--- src/hw/mipsAluPkg.sv ---
package mipsAluPkg;

	//////////////////////////////
	// ALU operation codes
	//////////////////////////////

	// 0..16 follow the classic ALU control table
	typedef enum logic [4:0] {
		AluAdd     = 5'd0,
		AluSub     = 5'd1,
		AluMult    = 5'd2,
		AluAnd     = 5'd3,
		AluOr      = 5'd4,
		AluXor     = 5'd5,
		AluNor     = 5'd6,
		AluSll     = 5'd7,
		AluSrl     = 5'd8,
		AluRotr    = 5'd9,
		AluSra     = 5'd10,
		AluSeh     = 5'd11,
		AluAddu    = 5'd12,
		AluMultu   = 5'd13,
		AluSlt     = 5'd14,
		AluSeb     = 5'd15,
		AluSltu    = 5'd16,
		AluMfhi    = 5'd17, // Read back HI
		AluMflo    = 5'd18, // Read back LO
		AluIllegal = 5'd19  // Unknown encoding, result is one
	} aluOpE;

	//////////////////////////////
	// Instruction word views
	//////////////////////////////

	typedef struct packed {
		logic [5:0] opcode;
		logic [4:0] rs;
		logic [4:0] rt;
		logic [4:0] rd;
		logic [4:0] shamt; // Also the BSHFL selector
		logic [5:0] funct;
	} rTypeS;

	typedef struct packed {
		logic [5:0]  opcode;
		logic [4:0]  rs;
		logic [4:0]  rt;
		logic [15:0] imm;
	} iTypeS;

	// Same 32 bits, R view or I view
	typedef union packed {
		rTypeS rType;
		iTypeS iType;
	} instrU;

	// Major opcodes
	localparam logic [5:0] OpSpecial  = 6'b000000;
	localparam logic [5:0] OpSpecial3 = 6'b011111;
	localparam logic [5:0] OpAddi     = 6'b001000;
	localparam logic [5:0] OpAddiu    = 6'b001001;
	localparam logic [5:0] OpSlti     = 6'b001010;
	localparam logic [5:0] OpSltiu    = 6'b001011;
	localparam logic [5:0] OpAndi     = 6'b001100;
	localparam logic [5:0] OpOri      = 6'b001101;
	localparam logic [5:0] OpXori     = 6'b001110;

	// SPECIAL funct field
	localparam logic [5:0] FnSll   = 6'b000000;
	localparam logic [5:0] FnSrl   = 6'b000010; // rs=1 selects rotr
	localparam logic [5:0] FnSra   = 6'b000011;
	localparam logic [5:0] FnMfhi  = 6'b010000;
	localparam logic [5:0] FnMflo  = 6'b010010;
	localparam logic [5:0] FnMult  = 6'b011000;
	localparam logic [5:0] FnMultu = 6'b011001;
	localparam logic [5:0] FnAdd   = 6'b100000;
	localparam logic [5:0] FnAddu  = 6'b100001;
	localparam logic [5:0] FnSub   = 6'b100010;
	localparam logic [5:0] FnAnd   = 6'b100100;
	localparam logic [5:0] FnOr    = 6'b100101;
	localparam logic [5:0] FnXor   = 6'b100110;
	localparam logic [5:0] FnNor   = 6'b100111;
	localparam logic [5:0] FnSlt   = 6'b101010;
	localparam logic [5:0] FnSltu  = 6'b101011;

	// SPECIAL3 BSHFL, sub-op in the shamt slot
	localparam logic [5:0] FnBshfl = 6'b100000;
	localparam logic [4:0] SaSeb   = 5'b10000;
	localparam logic [4:0] SaSeh   = 5'b11000;

	//////////////////////////////
	// Stage payloads
	//////////////////////////////

	typedef struct packed {
		aluOpE       op;
		logic [31:0] a;
		logic [31:0] b;
		logic        vld;
	} execReqS;

	typedef struct packed {
		aluOpE       op;
		logic [31:0] lo; // Result, or low product half
		logic [31:0] hi; // High product half
		logic        vld;
	} execRespS;

	typedef struct packed {
		logic [31:0] result;
		logic        zero;
	} resultS;

endpackage
--- src/hw/hiLoResult.sv ---
`timescale 1ns/1ns

module hiLoResult (
	input  logic                 Clk,
	input  logic                 reset,
	input  mipsAluPkg::execRespS resp,
	output logic                 outVld,
	output mipsAluPkg::resultS   res
);

	logic [31:0] hiReg;
	logic [31:0] loReg;
	logic [31:0] resultNext;
	logic        isMult;

	assign isMult = (resp.op == mipsAluPkg::AluMult) || (resp.op == mipsAluPkg::AluMultu);

	//////////////////////////////
	// HI / LO state
	//////////////////////////////

	always_ff @(posedge Clk) begin
		if (reset) begin
			hiReg <= 32'd0;
			loReg <= 32'd0;
		end else if (resp.vld && isMult) begin // Only real items write
			hiReg <= resp.hi;
			loReg <= resp.lo;
		end
	end

	// mfhi/mflo see the last multiply already committed
	always_comb begin
		case (resp.op)
			mipsAluPkg::AluMfhi: resultNext = hiReg;
			mipsAluPkg::AluMflo: resultNext = loReg;
			default:             resultNext = resp.lo; // Multiplies return LO too
		endcase
	end

	// Output register
	always_ff @(posedge Clk) begin
		res.result <= resultNext;
		res.zero   <= (resultNext == 32'd0);
		if (reset)
			outVld <= 1'b0;
		else
			outVld <= resp.vld;
	end

endmodule

--- config.mk ---
export PLATFORM = sky130hd
export DESIGN_NAME = hiLoResult
export DESIGN_NICKNAME = d
export VERILOG_FILES = /design/src/hw/mipsAluPkg.sv /design/src/hw/hiLoResult.sv
export SDC_FILE = /design/constraint.sdc
export NUM_CORES = 1
export LEC_CHECK = 0
export BUFFER_PORTS_ARGS = -buffer_cell sky130_fd_sc_hd__buf_2
export CORE_ASPECT_RATIO = 1.5
export CORE_MARGIN = 1
export CORE_UTILIZATION = 40
export DETAILED_ROUTE_END_ITERATION = 8
export HOLD_SLACK_MARGIN = 0.02
export PLACE_DENSITY = 0.77
export SYNTH_ARGS = -nofsm -noshare
export SYNTH_HDL_FRONTEND = slang
export SYNTH_SLANG_ARGS = --single-unit
--- constraint.sdc ---
create_clock -name Clk -period 2.1 [get_ports Clk]
set_clock_uncertainty 0.05 [all_clocks]
set_input_delay 0.315 -clock Clk [delete_from_list [all_inputs] [get_ports Clk]]
set_output_delay 0.315 -clock Clk [all_outputs]
set_load 0.05 [all_outputs]
=== Yosys cells after proc, flatten, opt, wreduce, memory -nomap -nowiden ===
Index checks and enable logic that the tools add are counted.

* Register bits: 98
* Input port bits: 72
* Word-level logic and storage cells: 13
* Output and inout bits: 34

* Reduce and logical (&&, ||, !) cells: 3
* Multiplexer cells: 1
* Equal/unequal tests: 4

{| class="wikitable"
|+ Operators with widths
! operator !! count
|-
| one-hot mux 32 bit (2 select lines) || 1
|-
| zero test 32 bit || 1
|-
| == test 5 bit, second input constant || 2
|-
| == test 5 x 2 -> 1 bit, second input constant || 1
|-
| == test 5 x 4 -> 1 bit, second input constant || 1
|-
| logical AND 1 bit || 1
|-
| logical OR 1 bit || 1
|}

=== Logic depth before layout (Yosys ltp) ===
Gate-level depths: netlist of run 1.

* Word-level depth: 3
* Mapped depth: 9
* Depth with buffers taken out: 6

=== Least setup slack after synthesis of run 1 ===
Ideal clock, no wire load.

* Kind: input-to-reg
* From: input port resp[66] in the netlist's numbering
* To: register loReg[10]
* Arrival time: 1.961 ns
* Cell stages on the path: 9
* Path slack: -0.043 ns
* Data required time: 1.918 ns
* Path buffers: 3
* Library setup time: 0.132 ns
* Cell sequence: clkbuf_1 nor2b_1 nor3b_1 a31oi_1 or3b_2 clkbuf_1 clkbuf_1 nand2_1 a21oi_1

* Word-level cells in the longest chain between the ends: 3
* Elaborated cells on any way between the ends: 4
* Classes of those cells: eq/ne (2); reduce/logical (2)

{| class="wikitable"
|+ Ends and longest elaborated chain
! item !! line !! RTL
|-
| from (decl) || hiLoResult.sv:6 || <nowiki>input mipsAluPkg::execRespS resp,</nowiki>
|-
| == test 5 x 2 -> 1 bit or == test 5 x 4 -> 1 bit (tied branches) || hiLoResult.sv:16 || <nowiki>assign isMult = (resp.op == mipsAluPkg::AluMult) || (resp.op == mipsAluPkg::AluMultu);</nowiki>
|-
| logical OR 1 bit * || hiLoResult.sv:16 ||
|-
| logical AND 1 bit * || hiLoResult.sv:26 || <nowiki>end else if (resp.vld && isMult) begin</nowiki>
|-
| to (signal assigned) || hiLoResult.sv:28 || <nowiki>loReg <= resp.lo;</nowiki>
|-
| to (decl) || hiLoResult.sv:12 || <nowiki>logic [31:0] loReg;</nowiki>
|}

Every way passes the cells marked *; elsewhere a longest branch is shown, timed or not.
A chain may end at the register's enable or synchronous reset.

=== Final worst setup path of run 1 ===
* From: input port resp[68] in the netlist's numbering
* To: register res[0] in the netlist's numbering

* Word-level cells in the longest chain between the ends: 3
* Elaborated cells on any way between the ends: 4
* Classes of those cells: eq/ne (2); mux (1); reduce/logical (1)

{| class="wikitable"
|+ Ends and longest elaborated chain
! item !! line !! RTL
|-
| == test 5 bit || hiLoResult.sv:34 || <nowiki>case (resp.op)</nowiki>
|-
| one-hot mux 32 bit (2 select lines) * || hiLoResult.sv:34 ||
|-
| named net resultNext[4] || hiLoResult.sv:13 || <nowiki>logic [31:0] resultNext;</nowiki>
|-
| zero test 32 bit * || hiLoResult.sv:44 || <nowiki>res.zero <= (resultNext == 32'd0);</nowiki>
|-
| to (decl) || hiLoResult.sv:8 || <nowiki>output mipsAluPkg::resultS res</nowiki>
|}

The timed path passes the listed nets; every way through them passes the cells marked *.

==> metrics.cfg, run 1 <==
[status]
status=completed

[yosys]
synth_area_um2=3760
ys_ff_latch=98
synthFlopType=dfxtp_1
syn_area_per_cell_um2=8.04
synthesis.nets=540
synth_edf_count=0
ys_types=28
yosysSeqAreaShare=0.521
synthCells=468
async_flop_share=0
yosysWarnings=0

[clock_network]
hold_buffers=0
clkTransAtPathRegs_ns=0.07
cts_made_buffers=9
cts-root-buf=clkbuf_16
clockBufferDepth=2
cts.sinks=98
tritoncts=yes
clock_latency_ns=0.35
htreeDepth=3

[critical_path]
crit_buf_inv=5
crit_fanout=11
worstSetupPathType=input port to flop
cpMaxStageDelayCell=or3b_1
crit_path_max_incr_delay_ns=0.45
critPathArrivalTime_ns=2.24
crit_top_cell=buf_4
critPathTopFamily=simple AND/OR/NAND/NOR gates
crit_chain=buf_2, buf_4, or3b_1, buf_4, nor2_2, buf_12, o22ai_1, a21oi_1, nor4_2, buf_4, and4_1
critical_path_required_ns=2.29
critPathCaptureType=flop
start_kind=input port

[place]
place_inst=681
portBuffers=105
dp_worst_setup_slack_ns=-0.296
place_hpwl_um=7750
place_congestion=0.861

[global_routing]
grt_usage=0.239
grt-ovfl-total=0
grt_first_pass_wirelength_um=17800
antenna_found_initial=0
grt_pass1_vias=3758
grt_max_degree=66

[floorplanning]
num_rows=43
pin_count=106
die_y_um=121
die_area_um2=9810
coreArea_um2=9200
start_util=0.409
die_w_um=81.2

[drt]
vias_per_cell=5.78
firstDrtPassIters=6
vias=4028
wl_per_cell_um=16.5
drc=0
dr.first_iter.drc_count=473
wirelength_um=11500
ant_nets=0

[power_and_ir_drop]
ir_drop_uv=436
swShare=0.264
p_per_area_nw_per_um2=884
power.leakage_uw=0.00196
combinationalPowerShare=0.146
switching_power_uw=1160
total_power_uw=4370
p_int_uw=3220
clkPwrFrac=0.406
seqPwrFrac=0.447

[layout]
final_cells=697
multiInputGateArea_um2=1660
syn2layout_area_growth_pct=31.6
fin_util=0.538
regArea_um2=1960
drive_gt1_frac=0.277
final_cell_mix=nand2_1, buf_2, dfxtp_1
nets=652
fillerInstances=861
diodes=0
layout.cells.most_common=nand2_1

[sta]
fin_crit_ns=2.05
slew_headroom=0.603
finalHoldViolations=0
finalSetupViolCount=0
fin_ws_ns=0.0543
worst_pin_slew_ns=0.590
fmax_mhz=489
finalCritPeriodShare=0.974
rsz0062_at_grt=false
drv_slew=0
tns_ns=0

[hold_path]
hold_class=input port to flop

[job]
maxCapViolations=0

## power by group through the flow
stage | Sequential, uW | Combinational (uW) | Clock (uW)
after floorplan | 2190 | 183 | 0
after global placement | 2000 | 617 | 0
after detailed placement | 2000 | 627 | 0
after CTS | 1960 | 632 | 1800
after global routing | 1960 | 677 | 1890
final | 1960 | 640 | 1780
## area by class of cell
class / count / area share
Timing Repair Buffer: 138 / 0.170
Sequential cell: 98 / 0.396
Clock inverter: 6 / 0.0179
Inverter: 6 / 0.00455
Clock buffer: 10 / 0.0483
Multi-Input combinational cell: 327 / 0.335
Tap cell: 112 / 0.0283
## cells by family after synthesis
group,after synthesis,share of synthesized area
AO/OA/AOI/OAI,162,0.242
buffers and inverters,43,0.0442
flip-flops,98,0.521
AND/OR/NAND/NOR,165,0.192
## per-layer routing
| metal | track usage | wire [um] | up-vias |
|---|---|---|---|
| met3 | 0.0543 | 836 | 16 |
| met5 | 0 | 0 | - |
| met4 | 0.0960 | 210 | 0 |
| met1 | 0.281 | 4340 | 1896 |
| met2 | 0.410 | 6100 | 224 |
| li1 | - | - | 1892 |
## sequential cells by signal, summed over array words and instances, names as in the netlist
register / flops
res: 33
hiReg: 32
loReg: 32
outVld: 1
## synth_stat cells (2+ instances only)
cell type  number  area share
inv_1           6      0.0060
buf_2           4      0.0053
nor4_1         14       0.023
nor3_1          5      0.0067
buf_1           7      0.0070
a221oi_1        5       0.012
nor2b_1         3      0.0050
nand4_1         2      0.0033
nor3b_1         3      0.0060
clkbuf_1       26       0.026
dfxtp_1        98        0.52
nand2_1       129        0.13
a21oi_1        93        0.12
o22ai_1        59       0.098
## tightest hold or removal path, delay by kind of cell
| family | cells | cell delay [ns] |
|---|---|---|
| buffers and inverters | 1 | 0.10 |
| AOI/OAI and AO/OA | 1 | 0.05 |
| and+or+nand+nor | 1 | 0.05 |
## timing repair
| item | in CTS | in global routing |
|---|---|---|
| setup endpoints to repair | 0 | 1 |
| resized for setup | 0 | 5 |
| buffers inserted | 0 | 0 |
## per-stage QoR
step                      hold slack, ns  area (um2)
after floorplan                    0.387        3760
after global placement             0.392        4600
after detailed placement           0.401        4600
after CTS                          0.149        4930
after global routing               0.158        4950
final                              0.159        4950
## path summary, 6_finish.rpt
check | slack, ns | start | depth (start not counted) | endpoint
worst max-delay path | 0.05 | resp[68] | 11 | res[0]$_DFF_P_
worst min-delay path | 0.16 | resp[29] | 3 | hiReg[28]$_SDFFE_PP0P_
worst max register to register | 0.21 | hiReg[6]$_SDFFE_PP0P_ | 6 | res[0]$_DFF_P_
worst min register to register | 0.41 | loReg[14]$_SDFFE_PP0P_ | 2 | loReg[14]$_SDFFE_PP0P_
(Power assumes the default switching activity.)
==> run 2: changes to the inputs <==
PLACE_DENSITY = 0.75   (was 0.77)
clock period = 2.65 ns   (was 2.1 ns; I/O delays follow)
==> run 2 against run 1 <==
Flip-flop and latch count unchanged; total power shrank 24%; core utilization decreased by 2.7 points; clock power decreased by 27%.
==> metrics.cfg, run 2 (same netlist as run 1, synthesis figures left out) <==
[status]
status=completed

[sta]
slew_headroom=0.562  ; -0.0418
rsz0062_at_grt=false
finalSetupViolCount=0  ; unchanged
finalCritPeriodShare=0.817
fin_crit_ns=2.17
finalHoldViolations=0  ; unchanged
tns_ns=0  ; unchanged
worst_pin_slew_ns=0.658  ; +0.0681 ns
fmax_mhz=462
drv_slew=0  ; unchanged

[drt]
vias=3803  ; -5.6%
wl_per_cell_um=16.3  ; -0.90%
dr.first_iter.drc_count=365  ; -23%
vias_per_cell=5.63  ; -2.7%
drc=0  ; unchanged
firstDrtPassIters=5  ; -1
ant_nets=0  ; unchanged
wirelength_um=11000  ; -3.9%

[clock_network]
cts-root-buf=clkbuf_16
tritoncts=yes
hold_buffers=0  ; unchanged
cts.sinks=98  ; unchanged
postCtsSetupBuffers=0  ; unchanged
htreeDepth=3  ; unchanged
clock_latency_ns=0.34  ; about the same
clkTransAtPathRegs_ns=0.06  ; about the same
cts_made_buffers=9  ; unchanged
clockBufferDepth=2  ; unchanged
cts_resized=0  ; unchanged

[critical_path]
ff2ff_path_depth=6  ; unchanged
critPathCaptureType=flop
start_kind=input port
crit_fanout=5  ; -6
rrSetupSlack_ns=0.92  ; +0.71 ns
r2r_end=res[0]$_DFF_P_
worstSetupPathType=input port to flop
r2r-start=hiReg[6]$_SDFFE_PP0P_
critPathArrivalTime_ns=2.40  ; +0.16 ns
critical_path_required_ns=2.89  ; +0.60 ns

[global_routing]
grt_max_degree=65  ; -1.5%
antenna_found_initial=0  ; unchanged
grt_pass1_vias=3556  ; -5.4%
grt_usage=0.236  ; -0.00310
grt_first_pass_wirelength_um=17400  ; -2.3%
grt-ovfl-total=0  ; unchanged

[power_and_ir_drop]
ir_drop_uv=442  ; +1.3%
p_per_area_nw_per_um2=706  ; -20%
power.leakage_uw=0.00182  ; -6.8%

[floorplanning]
die_area_um2=9810  ; unchanged
start_util=0.409  ; unchanged
coreArea_um2=9200  ; unchanged
die_y_um=121  ; unchanged
die_w_um=81.2  ; unchanged
num_rows=43  ; unchanged
pin_count=106  ; unchanged

[layout]
largest_reg_flops=33  ; unchanged
nets=631  ; -3.2%
drive_gt1_frac=0.239  ; -0.0376
syn2layout_area_growth_pct=25.0
final_cells=676  ; -3.0%
top_register=res
diodes=0  ; unchanged
layout.cells.most_common=nand2_1
final_cell_mix=nand2_1, buf_2, dfxtp_1
reg.largest.list=res: 33 flops, hiReg: 32 flops, loReg: 32 flops

[place]
place_congestion=0.859  ; -0.22%
portBuffers=105  ; unchanged
place_inst=660  ; -3.1%
place_hpwl_um=7750  ; about the same

[job]
maxCapViolations=0  ; unchanged

[hold_path]
holdCritStartpoint=resp[29]
hold_class=input port to flop
holdPathStages=3  ; unchanged
whs_endpoint=hiReg[28]$_SDFFE_PP0P_

==> run 2: cell count changes in the layout (fill, tap and decap cells not counted), sizes merged <==
cell | before | now
buf | 138 | 117
inv | 7 | 6
clkinv | 1 | 2
bufinv | 2 | 1
clkinvlp | 2 | 1
clkbuf | 10 | 12
==> run 2: worst max path at each step <==
stage / from / to / slack (ns) / cells past startpoint
after floorplan: resp[66] / loReg[10]$_SDFFE_PP0P_ / 0.42 / 9
after global placement: resp[68] / res[0]$_DFF_P_ / 0.22 / 7
after detailed placement: resp[68] / res[0]$_DFF_P_ / 0.15 / 7
after CTS: resp[68] / res[0]$_DFF_P_ / 0.49 / 7
after global routing: resp[66] / loReg[12]$_SDFFE_PP0P_ / 0.37 / 8
final: resp[68] / res[0]$_DFF_P_ / 0.48 / 7
==> run 2: area by class of cell <==
type,instances,area [um2]
fillers,881,4500
flip-flops and latches,98,1960
multi-input cells,327,1640
repair buffers,117,641
clock buffers,12,246
well taps,112,140
clock inverters,4,51.3
inverters,6,22.5
==> run 2: through the flow <==
step | total power (uW) | hold WS (ns) | setup slack [ns] | instance area [um2] | utilization
after floorplan | 1880 | 0.387 | 0.425 | 3760 | -
after global placement | 2040 | 0.392 | 0.218 | 4400 | 0.479
after detailed placement | 2050 | 0.398 | 0.151 | 4400 | 0.479
after CTS | 3330 | 0.233 | 0.493 | 4700 | 0.511
after global routing | 3430 | 0.243 | 0.372 | 4700 | 0.511
final | 3320 | 0.235 | 0.484 | 4700 | 0.511
==> run 2: metal layers <==
| metal | global-route usage | share of wire | wire length [um] |
|---|---|---|---|
| met1 | 0.281 | 0.39 | 4350 |
| met2 | 0.398 | 0.52 | 5730 |
| met4 | 0.125 | 0.029 | 323 |
| met3 | 0.0377 | 0.057 | 633 |
| met5 | 0 | 0 | 0 |
==> run 2: worst max-delay path, stage by stage <==
cell	delay, ns
buf_2	0.12
or4b_1	0.63
o22ai_1	0.17
a221oi_1	0.11
or4_1	0.61
nor4_2	0.15
and4_1	0.21
==> run 2: power by group <==
part | leakage, uW | internal, uW | switching [uW]
Combinational | 0.000879 | 141 | 328
Sequential | 0.000803 | 1530 | 21.5
Clock | 0.000143 | 758 | 540
