[config.mk]
export PLATFORM = sky130hd
export DESIGN_NAME = instrDecode
export DESIGN_NICKNAME = d
export VERILOG_FILES = /design/src/hw/mipsAluPkg.sv /design/src/hw/instrDecode.sv
export SDC_FILE = /design/constraint.sdc
export NUM_CORES = 1
export LEC_CHECK = 0
export ABC_AREA = 1
export BUFFER_PORTS_ARGS = -buffer_cell sky130_fd_sc_hd__buf_2
export CAP_MARGIN = 40
export CORE_ASPECT_RATIO = 0.9
export CORE_MARGIN = 2
export CORE_UTILIZATION = 40
export DETAILED_ROUTE_END_ITERATION = 12
export GPL_TIMING_DRIVEN = 0
export MAX_ROUTING_LAYER = met4
export PLACE_DENSITY = 0.76
export RECOVER_POWER = 100
export SLEW_MARGIN = 20
export SYNTH_ARGS = -nofsm -noshare
export SYNTH_HDL_FRONTEND = slang
export SYNTH_SLANG_ARGS = --single-unit
[constraint.sdc]
create_clock -name Clk -period 1.3 [get_ports Clk]
set_input_delay 0.13 -clock Clk [delete_from_list [all_inputs] [get_ports Clk]]
set_output_delay 0.13 -clock Clk [all_outputs]
set_load 0.01 [all_outputs]
[src/hw/mipsAluPkg.sv]
package mipsAluPkg;

	//////////////////////////////
	// ALU operation codes
	//////////////////////////////

	// 0..16 follow the classic ALU control table
	typedef enum logic [4:0] {
		AluAdd     = 5'd0,
		AluSub     = 5'd1,
		AluMult    = 5'd2,
		AluAnd     = 5'd3,
		AluOr      = 5'd4,
		AluXor     = 5'd5,
		AluNor     = 5'd6,
		AluSll     = 5'd7,
		AluSrl     = 5'd8,
		AluRotr    = 5'd9,
		AluSra     = 5'd10,
		AluSeh     = 5'd11,
		AluAddu    = 5'd12,
		AluMultu   = 5'd13,
		AluSlt     = 5'd14,
		AluSeb     = 5'd15,
		AluSltu    = 5'd16,
		AluMfhi    = 5'd17, // Read back HI
		AluMflo    = 5'd18, // Read back LO
		AluIllegal = 5'd19  // Unknown encoding, result is one
	} aluOpE;

	//////////////////////////////
	// Instruction word views
	//////////////////////////////

	typedef struct packed {
		logic [5:0] opcode;
		logic [4:0] rs;
		logic [4:0] rt;
		logic [4:0] rd;
		logic [4:0] shamt; // Also the BSHFL selector
		logic [5:0] funct;
	} rTypeS;

	typedef struct packed {
		logic [5:0]  opcode;
		logic [4:0]  rs;
		logic [4:0]  rt;
		logic [15:0] imm;
	} iTypeS;

	// Same 32 bits, R view or I view
	typedef union packed {
		rTypeS rType;
		iTypeS iType;
	} instrU;

	// Major opcodes
	localparam logic [5:0] OpSpecial  = 6'b000000;
	localparam logic [5:0] OpSpecial3 = 6'b011111;
	localparam logic [5:0] OpAddi     = 6'b001000;
	localparam logic [5:0] OpAddiu    = 6'b001001;
	localparam logic [5:0] OpSlti     = 6'b001010;
	localparam logic [5:0] OpSltiu    = 6'b001011;
	localparam logic [5:0] OpAndi     = 6'b001100;
	localparam logic [5:0] OpOri      = 6'b001101;
	localparam logic [5:0] OpXori     = 6'b001110;

	// SPECIAL funct field
	localparam logic [5:0] FnSll   = 6'b000000;
	localparam logic [5:0] FnSrl   = 6'b000010; // rs=1 selects rotr
	localparam logic [5:0] FnSra   = 6'b000011;
	localparam logic [5:0] FnMfhi  = 6'b010000;
	localparam logic [5:0] FnMflo  = 6'b010010;
	localparam logic [5:0] FnMult  = 6'b011000;
	localparam logic [5:0] FnMultu = 6'b011001;
	localparam logic [5:0] FnAdd   = 6'b100000;
	localparam logic [5:0] FnAddu  = 6'b100001;
	localparam logic [5:0] FnSub   = 6'b100010;
	localparam logic [5:0] FnAnd   = 6'b100100;
	localparam logic [5:0] FnOr    = 6'b100101;
	localparam logic [5:0] FnXor   = 6'b100110;
	localparam logic [5:0] FnNor   = 6'b100111;
	localparam logic [5:0] FnSlt   = 6'b101010;
	localparam logic [5:0] FnSltu  = 6'b101011;

	// SPECIAL3 BSHFL, sub-op in the shamt slot
	localparam logic [5:0] FnBshfl = 6'b100000;
	localparam logic [4:0] SaSeb   = 5'b10000;
	localparam logic [4:0] SaSeh   = 5'b11000;

	//////////////////////////////
	// Stage payloads
	//////////////////////////////

	typedef struct packed {
		aluOpE       op;
		logic [31:0] a;
		logic [31:0] b;
		logic        vld;
	} execReqS;

	typedef struct packed {
		aluOpE       op;
		logic [31:0] lo; // Result, or low product half
		logic [31:0] hi; // High product half
		logic        vld;
	} execRespS;

	typedef struct packed {
		logic [31:0] result;
		logic        zero;
	} resultS;

endpackage
[src/hw/instrDecode.sv]
`timescale 1ns/1ns

module instrDecode (
	input  logic                 Clk,
	input  logic                 reset,
	input  logic                 inVld,
	input  mipsAluPkg::instrU    instr,
	input  logic [31:0]          rsData,
	input  logic [31:0]          rtData,
	output mipsAluPkg::execReqS  req
);

	mipsAluPkg::aluOpE decOp;
	logic [31:0] decA;
	logic [31:0] decB;
	logic [31:0] shamtExt;
	logic [31:0] immSext;
	logic [31:0] immZext;

	assign shamtExt = {27'd0, instr.rType.shamt};
	assign immSext  = {{16{instr.iType.imm[15]}}, instr.iType.imm};
	assign immZext  = {16'd0, instr.iType.imm}; // Logic immediates

	//////////////////////////////
	// Opcode / funct decode
	//////////////////////////////

	always_comb begin
		decOp = mipsAluPkg::AluIllegal; // Fallback for anything unmatched
		decA  = rsData;
		decB  = rtData;
		case (instr.rType.opcode)
			mipsAluPkg::OpSpecial: begin
				case (instr.rType.funct)
					mipsAluPkg::FnAdd:   decOp = mipsAluPkg::AluAdd;
					mipsAluPkg::FnAddu:  decOp = mipsAluPkg::AluAddu;
					mipsAluPkg::FnSub:   decOp = mipsAluPkg::AluSub;
					mipsAluPkg::FnAnd:   decOp = mipsAluPkg::AluAnd;
					mipsAluPkg::FnOr:    decOp = mipsAluPkg::AluOr;
					mipsAluPkg::FnXor:   decOp = mipsAluPkg::AluXor;
					mipsAluPkg::FnNor:   decOp = mipsAluPkg::AluNor;
					mipsAluPkg::FnSlt:   decOp = mipsAluPkg::AluSlt;
					mipsAluPkg::FnSltu:  decOp = mipsAluPkg::AluSltu;
					mipsAluPkg::FnMult:  decOp = mipsAluPkg::AluMult;
					mipsAluPkg::FnMultu: decOp = mipsAluPkg::AluMultu;
					mipsAluPkg::FnMfhi:  decOp = mipsAluPkg::AluMfhi;
					mipsAluPkg::FnMflo:  decOp = mipsAluPkg::AluMflo;
					// Shifts work on rt by the shamt field
					mipsAluPkg::FnSll: begin
						decOp = mipsAluPkg::AluSll;
						decA  = rtData;
						decB  = shamtExt;
					end
					mipsAluPkg::FnSrl: begin
						decA = rtData;
						decB = shamtExt;
						if (instr.rType.rs == 5'd1)
							decOp = mipsAluPkg::AluRotr; // rotr shares funct with srl
						else if (instr.rType.rs == 5'd0)
							decOp = mipsAluPkg::AluSrl;
					end
					mipsAluPkg::FnSra: begin
						decOp = mipsAluPkg::AluSra;
						decA  = rtData;
						decB  = shamtExt;
					end
					default: ;
				endcase
			end
			mipsAluPkg::OpSpecial3: begin
				decA = rtData; // seb / seh extend rt
				if (instr.rType.funct == mipsAluPkg::FnBshfl) begin
					if (instr.rType.shamt == mipsAluPkg::SaSeh)
						decOp = mipsAluPkg::AluSeh;
					else if (instr.rType.shamt == mipsAluPkg::SaSeb)
						decOp = mipsAluPkg::AluSeb;
				end
			end
			// Immediate forms, I view of the word
			mipsAluPkg::OpAddi: begin
				decOp = mipsAluPkg::AluAdd;
				decB  = immSext;
			end
			mipsAluPkg::OpAddiu: begin
				decOp = mipsAluPkg::AluAddu;
				decB  = immSext; // Still sign extended
			end
			mipsAluPkg::OpSlti: begin
				decOp = mipsAluPkg::AluSlt;
				decB  = immSext;
			end
			mipsAluPkg::OpSltiu: begin
				decOp = mipsAluPkg::AluSltu;
				decB  = immSext; // Sext then unsigned compare
			end
			mipsAluPkg::OpAndi: begin
				decOp = mipsAluPkg::AluAnd;
				decB  = immZext;
			end
			mipsAluPkg::OpOri: begin
				decOp = mipsAluPkg::AluOr;
				decB  = immZext;
			end
			mipsAluPkg::OpXori: begin
				decOp = mipsAluPkg::AluXor;
				decB  = immZext;
			end
			default: ;
		endcase
	end

	// Stage register
	always_ff @(posedge Clk) begin
		req.op <= decOp;
		req.a  <= decA;
		req.b  <= decB;
		if (reset)
			req.vld <= 1'b0;
		else
			req.vld <= inVld;
	end

endmodule

# After elaboration in Yosys (flattened, before gate mapping)
# Cells that the tools add are included.
# totals
regBits,70
input_bits,99
out_inout_bits,70
word_cells,47
# classes
n_eq_ne,26
muxes,11
reduce_logical,6
# op_table
cell,n
32-bit one-hot mux with 3 select lines,1
5-bit one-hot mux with 16 select lines,1
32-bit 2-to-1 mux,2
32-bit one-hot mux with 2 select lines,1
"6-bit equality test, second input constant",9
5-bit one-hot mux with 9 select lines,1
"6-bit by 4-bit equality test with 1-bit output, second input constant",7
"6-bit by 5-bit equality test with 1-bit output, second input constant",5
5-bit 2-to-1 mux,5
"6-bit by 2-bit equality test with 1-bit output, second input constant",2
6-bit logical NOT,2
"5-bit equality test, second input constant",2
3-bit OR reduction,2
"5-bit by 1-bit equality test with 1-bit output, second input constant",1
5-bit logical NOT,1
4-bit OR reduction,1

# Logic depth before layout (Yosys ltp)
# Gate-level depths: netlist (run 1).
# logic_depth
ltp_word,5
mapped_depth,11
depth_no_buf,11

# Worst setup path before layout (run 1)
# No wires, ideal clock.
# synth_path
path_type,input to register
from,input port instr[31] (netlist bit)
to,register req[34] (netlist bit)
setup_time_ns,0.113
t_arrival_ns,1.116
required_time_ns,1.187
path_slack_ns,0.071
path_stages,7
n_path_buf,2
cell_sequence,nor2_1 nand4_2 nor2_4 or2_4 buf_12 buf_6 o21ai_2
# synth_via
elab_chain_cells,2
word_cells_on_any_way,3
classes_between,1 x eq/ne; 1 x mux; 1 x reduce/logical
# synth_rtl
element,line_no,rtl
start: declaration,instrDecode.sv:7,"input mipsAluPkg::instrU instr,"
6-bit by 5-bit equality test with 1-bit output / 6-bit logical NOT (equally long branches),instrDecode.sv:32,case (instr.rType.opcode)
32-bit one-hot mux with 2 select lines *,instrDecode.sv:32,
net decA[1],instrDecode.sv:14,logic [31:0] decA;
end: declaration,instrDecode.sv:10,output mipsAluPkg::execReqS req
# Mark *: on every way through the listed nets, which the timed path passes. The rest lies on a longest branch.
# A chain may end at the register's enable or synchronous reset.

# Worst setup path after layout (run 1)
# layout_path
from,input port instr[3] (netlist bit)
to,register req[45] (netlist bit)
# layout_via
elab_chain_cells,4
word_cells_on_any_way,6
classes_between,2 x eq/ne; 2 x mux; 2 x reduce/logical
# layout_rtl
element,line_no,rtl
6-bit by 2-bit equality test with 1-bit output / 6-bit logical NOT (equally long branches),instrDecode.sv:34,case (instr.rType.funct)
3-bit OR reduction (no line) *,--,
32-bit 2-to-1 mux *,instrDecode.sv:34,
32-bit one-hot mux with 2 select lines *,instrDecode.sv:32,
net decA[12],instrDecode.sv:14,
# Marks and branches as above.

==> results of run 1 <==
what timing repair did:
action	in CTS	in global routing
hold buffers	27	0
setup endpoints to repair	8	34
hold endpoints to repair	41	0
resized for setup	1	3
worst paths after layout:
path / startpoint / end / slack (ns)
setup / recovery: instr[3] / req[45]$_DFF_P_ / 0.05
hold / removal: rtData[8] / req[9]$_DFF_P_ / 0.005
critical path, cell delays in order:
cell,delay (ns)
buf_2,0.13
nor2_4,0.18
nand2_2,0.11
nor2_4,0.13
inv_2,0.06
nor2_4,0.17
or2_2,0.17
buf_12,0.14
buf_6,0.18
o21ai_1,0.08
cell families (layout without fill, tap and decap cells):
kind of cell | Yosys count | after routing | share of synthesized area
buf+inv | 71 | 277 | 0.118
flops | 70 | 70 | 0.466
compound gates | 54 | 54 | 0.138
simple gates | 187 | 187 | 0.277
where the power goes:
part           internal (mW)  switching (mW)
Sequential              2.29          0.0402
Combinational          0.319           0.412
Clock                  0.749           0.870
layout make-up:
cell class,count,area [µm²],area share
clock buffers,10,138,0.0325
clock inverters,6,45.0,0.0106
multi-input cells,241,1190,0.280
repair buffers,190,996,0.235
plain buffers,12,134,0.0316
inverters,59,221,0.0522
well taps,93,116,0.0274
flip-flops and latches,70,1400,0.331
placed cells by master (no fill, tap or decap), types with 2 or more instances in the layout:
cell / n
buf_12: 3
nor3_1: 6
inv_1: 56
nor2_2: 2
buf_4: 2
inv_2: 3
o211ai_1: 7
clkbuf_8: 10
nand3_1: 17
dlygate4sd3_1: 27
clkbuf_2: 2
nor2_1: 27
dfxtp_1: 70
buf_6: 4
o21ai_0: 17
clkbuf_1: 73
buf_2: 91
clkinvlp_4: 3
nand2_1: 108
nor2_4: 5
o21ai_1: 13
nand2_2: 18
a21oi_1: 2
o21ai_2: 14
layer usage:
metal	vias up	track usage	share of wire
met3	13	0.0687	0.086
met5	-	-	0
met4	0	0.0619	0.016
met1	1411	0.249	0.42
met2	151	0.399	0.48
li1	1577	-	-
through the flow:
stage	TNS, ns	util	setup WS (ns)	power (mW)	instances
6_report	0	0.593	0.0536	4.68	681
5_1_grt	0	0.593	0.0255	4.91	681
4_1_cts	0	0.614	0.0271	4.78	681
3_5_place_dp	-20.26	0.551	-0.407	3.10	638
3_3_place_gp	-16.49	0.551	-0.373	3.08	638
2_1_floorplan	0	-	0.0709	2.72	382
==> impl_metrics.json, run 1 <==
{
  "synthCells": 382,
  "ys_seq_area_frac": 0.466,
  "crit_path_start_kind": "primary input",
  "drt_first_iter_violations": 108,
  "diodes": 0,
  "cts_buffer_depth": 2,
  "hpwlAfterDp_mm": 6.72,
  "synth_edf_count": 0,
  "grt_pass1_vias": 3039,
  "setup_viol": 0,
  "largest_register": "req",
  "gp_congestion": 0.914,
  "grt-ovfl-total": 0,
  "grt_pass1_wl_mm": 13.8,
  "vias_per_cell": 4.63,
  "syn_area_mm2": 0.00300,
  "yosysWarningCount": 0,
  "hold_slack_ns": 0.00501,
  "largest_register_ffs": 70,
  "synth_area_leader_cell": "dfxtp_1",
  "arrival_ns": 1.49,
  "area_growth_syn_to_layout_pct": 41.1,
  "dieArea_mm2": 0.00822,
  "syn_area_per_cell_um2": 7.86,
  "synth.top_cell.area_share": 0.466,
  "worst_slew_pin_slew_ns": 0.448,
  "layout-drive-gt1-share": 0.277,
  "drv_cap": 0,
  "critPathKind": "primary input to flop",
  "synth-async-reset-ratio": 0,
  "coreArea_mm2": 0.00715,
  "root_buffer": "clkbuf_8",
  "synth.most_common_cell": "nand2_1",
  "post_cts_buffers": 0,
  "portBuffers": 163,
  "slew_headroom": 0.699,
  "start_util": 0.420,
  "grt_max_degree": 14,
  "num_rows": 29,
  "ant_nets": 0,
  "h-tree-depth": 3,
  "clk_pin_slew_ns": 0.08,
  "synth_ff_type": "dfxtp_1",
  "rsz0062_at_grt": "no",
  "cts_tree": "built",
  "p_leak_nw": 2.14,
  "numCtsBuffers": 9,
  "clock-sinks": 70,
  "min_path_cells": 3,
  "grt_usage": 0.227,
  "fillers": 704,
  "vias": 3152,
  "avgRoutedWirePerCell_um": 13.5,
  "synth_common_cells": "nand2_1, dfxtp_1, inv_1",
  "peakVddDrop_mv": 0.867,
  "first_pass_iters": 4,
  "maxSlewViolCount": 0,
  "antenna_found_initial": 0,
  "crit_required_ns": 1.54,
  "fin_crit_sh": 0.959,
  "pin_count": 169,
  "die_w_um": 95.4,
  "syn_nets": 481,
  "period_needed_ns": 1.25,
  "hold_viol_final": 0,
  "reg_top3": "req (70)",
  "nets": 682,
  "power_density_mw_per_mm2": 1100,
  "placed_area_mm2": 0.00394,
  "synth_seq_cells": 70,
  "final_design_area_no_fill_mm2": 0.00424,
  "clock.fmax_mhz": 802,
  "die_h_um": 86.2,
  "cp-end-kind": "flop",
  "drt_wl_total_mm": 9.23,
  "yosys-top-cells-area": "dfxtp_1, nand2_1, o21ai_2",
  "ys_types": 23,
  "drc": 0,
  "worstPathMaxFanout": 10,
  "status": "complete, no violations",
  "min_path_type": "primary input to flop"
}
No activity file was read; power rests on OpenSTA's default activity.
==> run 2, diff against run 1 <==
--- a/config.mk
+++ b/config.mk
@@ -6,7 +6,7 @@
 export NUM_CORES = 1
 export LEC_CHECK = 0
 export ABC_AREA = 1
-export BUFFER_PORTS_ARGS = -buffer_cell sky130_fd_sc_hd__buf_2
+export BUFFER_PORTS_ARGS = -buffer_cell sky130_fd_sc_hd__clkbuf_2
 export CAP_MARGIN = 40
 export CORE_ASPECT_RATIO = 0.9
 export CORE_MARGIN = 2
@@ -15,7 +15,6 @@
 export GPL_TIMING_DRIVEN = 0
 export MAX_ROUTING_LAYER = met4
 export PLACE_DENSITY = 0.76
-export RECOVER_POWER = 100
 export SLEW_MARGIN = 20
 export SYNTH_ARGS = -nofsm -noshare
 export SYNTH_HDL_FRONTEND = slang
==> run 2 against run 1 <==
Global-route usage down 0.12 points. Sequential share of layout area down 1.7 points. Critical path type unchanged. Non-clock buffer count up 2.
==> impl_metrics.json, run 2 (synthesis results as in run 1) <==
{
  "status": "complete, no violations",
  "cts_buffer_depth": 2,
  "grt_pass1_wl_mm": 13.7,
  "dp.cells": 638,
  "layout-drive-gt1-share": 0.431,
  "finalPower_mw": 5.08,
  "gp_congestion": 0.919,
  "crit_required_ns": 1.54,
  "combPwrFrac": 0.158,
  "first_pass_iters": 5,
  "clock.fmax_mhz": 818,
  "power_density_mw_per_mm2": 1140,
  "drt_wl_total_mm": 9.18,
  "start_util": 0.420,
  "p_int_mw": 3.76,
  "drt_first_iter_violations": 125,
  "portBuffers": 163,
  "final_design_area_no_fill_mm2": 0.00446,
  "hold_slack_ns": 0.00795,
  "setup_viol": 0,
  "grt_usage": 0.226,
  "totalNegativeSetupSlack_ns": 0,
  "numCtsBuffers": 9,
  "swShare": 0.260,
  "period_needed_ns": 1.22,
  "cts_tree": "built",
  "maxSlewViolCount": 0,
  "clock-sinks": 70,
  "p_leak_nw": 2.43,
  "pwr-share-seq": 0.459,
  "die_w_um": 95.4,
  "drc": 0,
  "rsz0062_at_grt": "no",
  "min_path_cells": 3,
  "max_stage_delay_ns": 0.25,
  "final_cell_mix": "clkbuf_2, nand2_1, dfxtp_1",
  "vias_per_cell": 4.61,
  "num_rows": 29,
  "reg_top3": "req (70)",
  "power.switching_mw": 1.32,
  "grt_max_degree": 14,
  "largest_register_ffs": 70,
  "placed_area_mm2": 0.00394,
  "clk_pin_slew_ns": 0.08,
  "cpLargestDelayFamily": "simple AND/OR/NAND/NOR gates",
  "hold_path_end": "req[37]$_DFF_P_",
  "area_growth_syn_to_layout_pct": 48.6,
  "diodes": 0,
  "hold_viol_final": 0,
  "dieArea_mm2": 0.00822,
  "largest_register": "req",
  "power_frac_clock": 0.383,
  "post_cts_buffers": 0,
  "fin_ws_ns": 0.0771,
  "arrival_ns": 1.46,
  "peakVddDrop_mv": 0.712,
  "hpwlAfterDp_mm": 6.86,
  "critPathKind": "primary input to flop",
  "ant_nets": 0,
  "crit_path_start_kind": "primary input",
  "grt-ovfl-total": 0,
  "avgRoutedWirePerCell_um": 13.4,
  "root_buffer": "clkbuf_8",
  "place_ws_ns": -0.444,
  "drv_cap": 0,
  "fin_crit_sh": 0.941,
  "finalNonFillerCells": 683,
  "worstPathMaxFanout": 10,
  "antenna_found_initial": 0,
  "worst_slew_pin_slew_ns": 0.454,
  "nets": 684,
  "min_path_type": "primary input to flop",
  "grt_pass1_vias": 3028,
  "cp-end-kind": "flop",
  "slew_headroom": 0.697,
  "die_h_um": 86.2,
  "coreArea_mm2": 0.00715,
  "final_common_cell": "clkbuf_2",
  "postLayoutCoreUtil": 0.625,
  "cp_cell_sequence": "clkbuf_2 -> nor2_1 -> nand4_2 -> nor2_4 -> or2_4 -> buf_12 -> buf_6 -> o21ai_2",
  "path_buf_inv": 3,
  "pin_count": 169,
  "crit_cells": 8,
  "h-tree-depth": 3,
  "hp-start": "rsData[4]",
  "critPathSlowestCell": "nor2_4",
  "vias": 3151
}
[run 2: cell count changes in the layout (fill, tap and decap cells not counted), moves of 2 or more]
cell,delta
dlygate4sd3_1,+2
bufinv_16,+2
clkbuf_2,+162
o21ai_2,+19
buf_2,-90
clkbuf_1,-71
clkinvlp_4,-2
o21ai_1,-2
o21ai_0,-17
[run 2: layer usage]
layer  share of wire  vias to the layer above  GRT usage
met5               0                        -          -
met4           0.018                        0     0.0685
met3           0.070                       21     0.0609
met2            0.47                      158      0.388
met1            0.44                     1387      0.257
li1                -                     1585          -
[run 2: tightest hold or removal path, delay by kind of cell]
family / cells / cell delay, ns
compound gates: 1 / 0.05
buf+inv: 2 / 0.13
[run 2: repair_timing]
action                     in CTS  in global routing
hold endpoints to repair       32                  3
gates resized for setup         2                  2
hold buffers                   26                  3
pin swaps                       0                  0
setup endpoints to repair       7                 28
[run 2: area by class of cell]
type                       instances  area, µm²
buffer                            12        134
clock inverter                     6       93.8
fill                             638       2680
timing repair buffer             192       1110
tap                               93        116
inverter                          59        221
sequential                        70       1400
clock buffer                      10        128
multi-input combinational        241       1260
[run 2: worst max-delay path by stage]
stage               from         endpoint  slack (ns)
2_1_floorplan  instr[31]  req[34]$_DFF_P_        0.07
3_3_place_gp   instr[26]   req[1]$_DFF_P_       -0.38
3_5_place_dp   instr[26]   req[1]$_DFF_P_       -0.44
4_1_cts        instr[31]   req[2]$_DFF_P_        0.05
5_1_grt        instr[26]  req[39]$_DFF_P_       0.005
6_report       instr[27]  req[39]$_DFF_P_        0.08
[run 2: power groups by stage]
stage | logic (mW) | registers, mW | clock network (mW)
6_report | 0.802 | 2.33 | 1.95
3_3_place_gp | 0.710 | 2.38 | 0
4_1_cts | 0.790 | 2.33 | 1.99
5_1_grt | 0.880 | 2.34 | 2.08
2_1_floorplan | 0.262 | 2.46 | 0
3_5_place_dp | 0.722 | 2.38 | 0
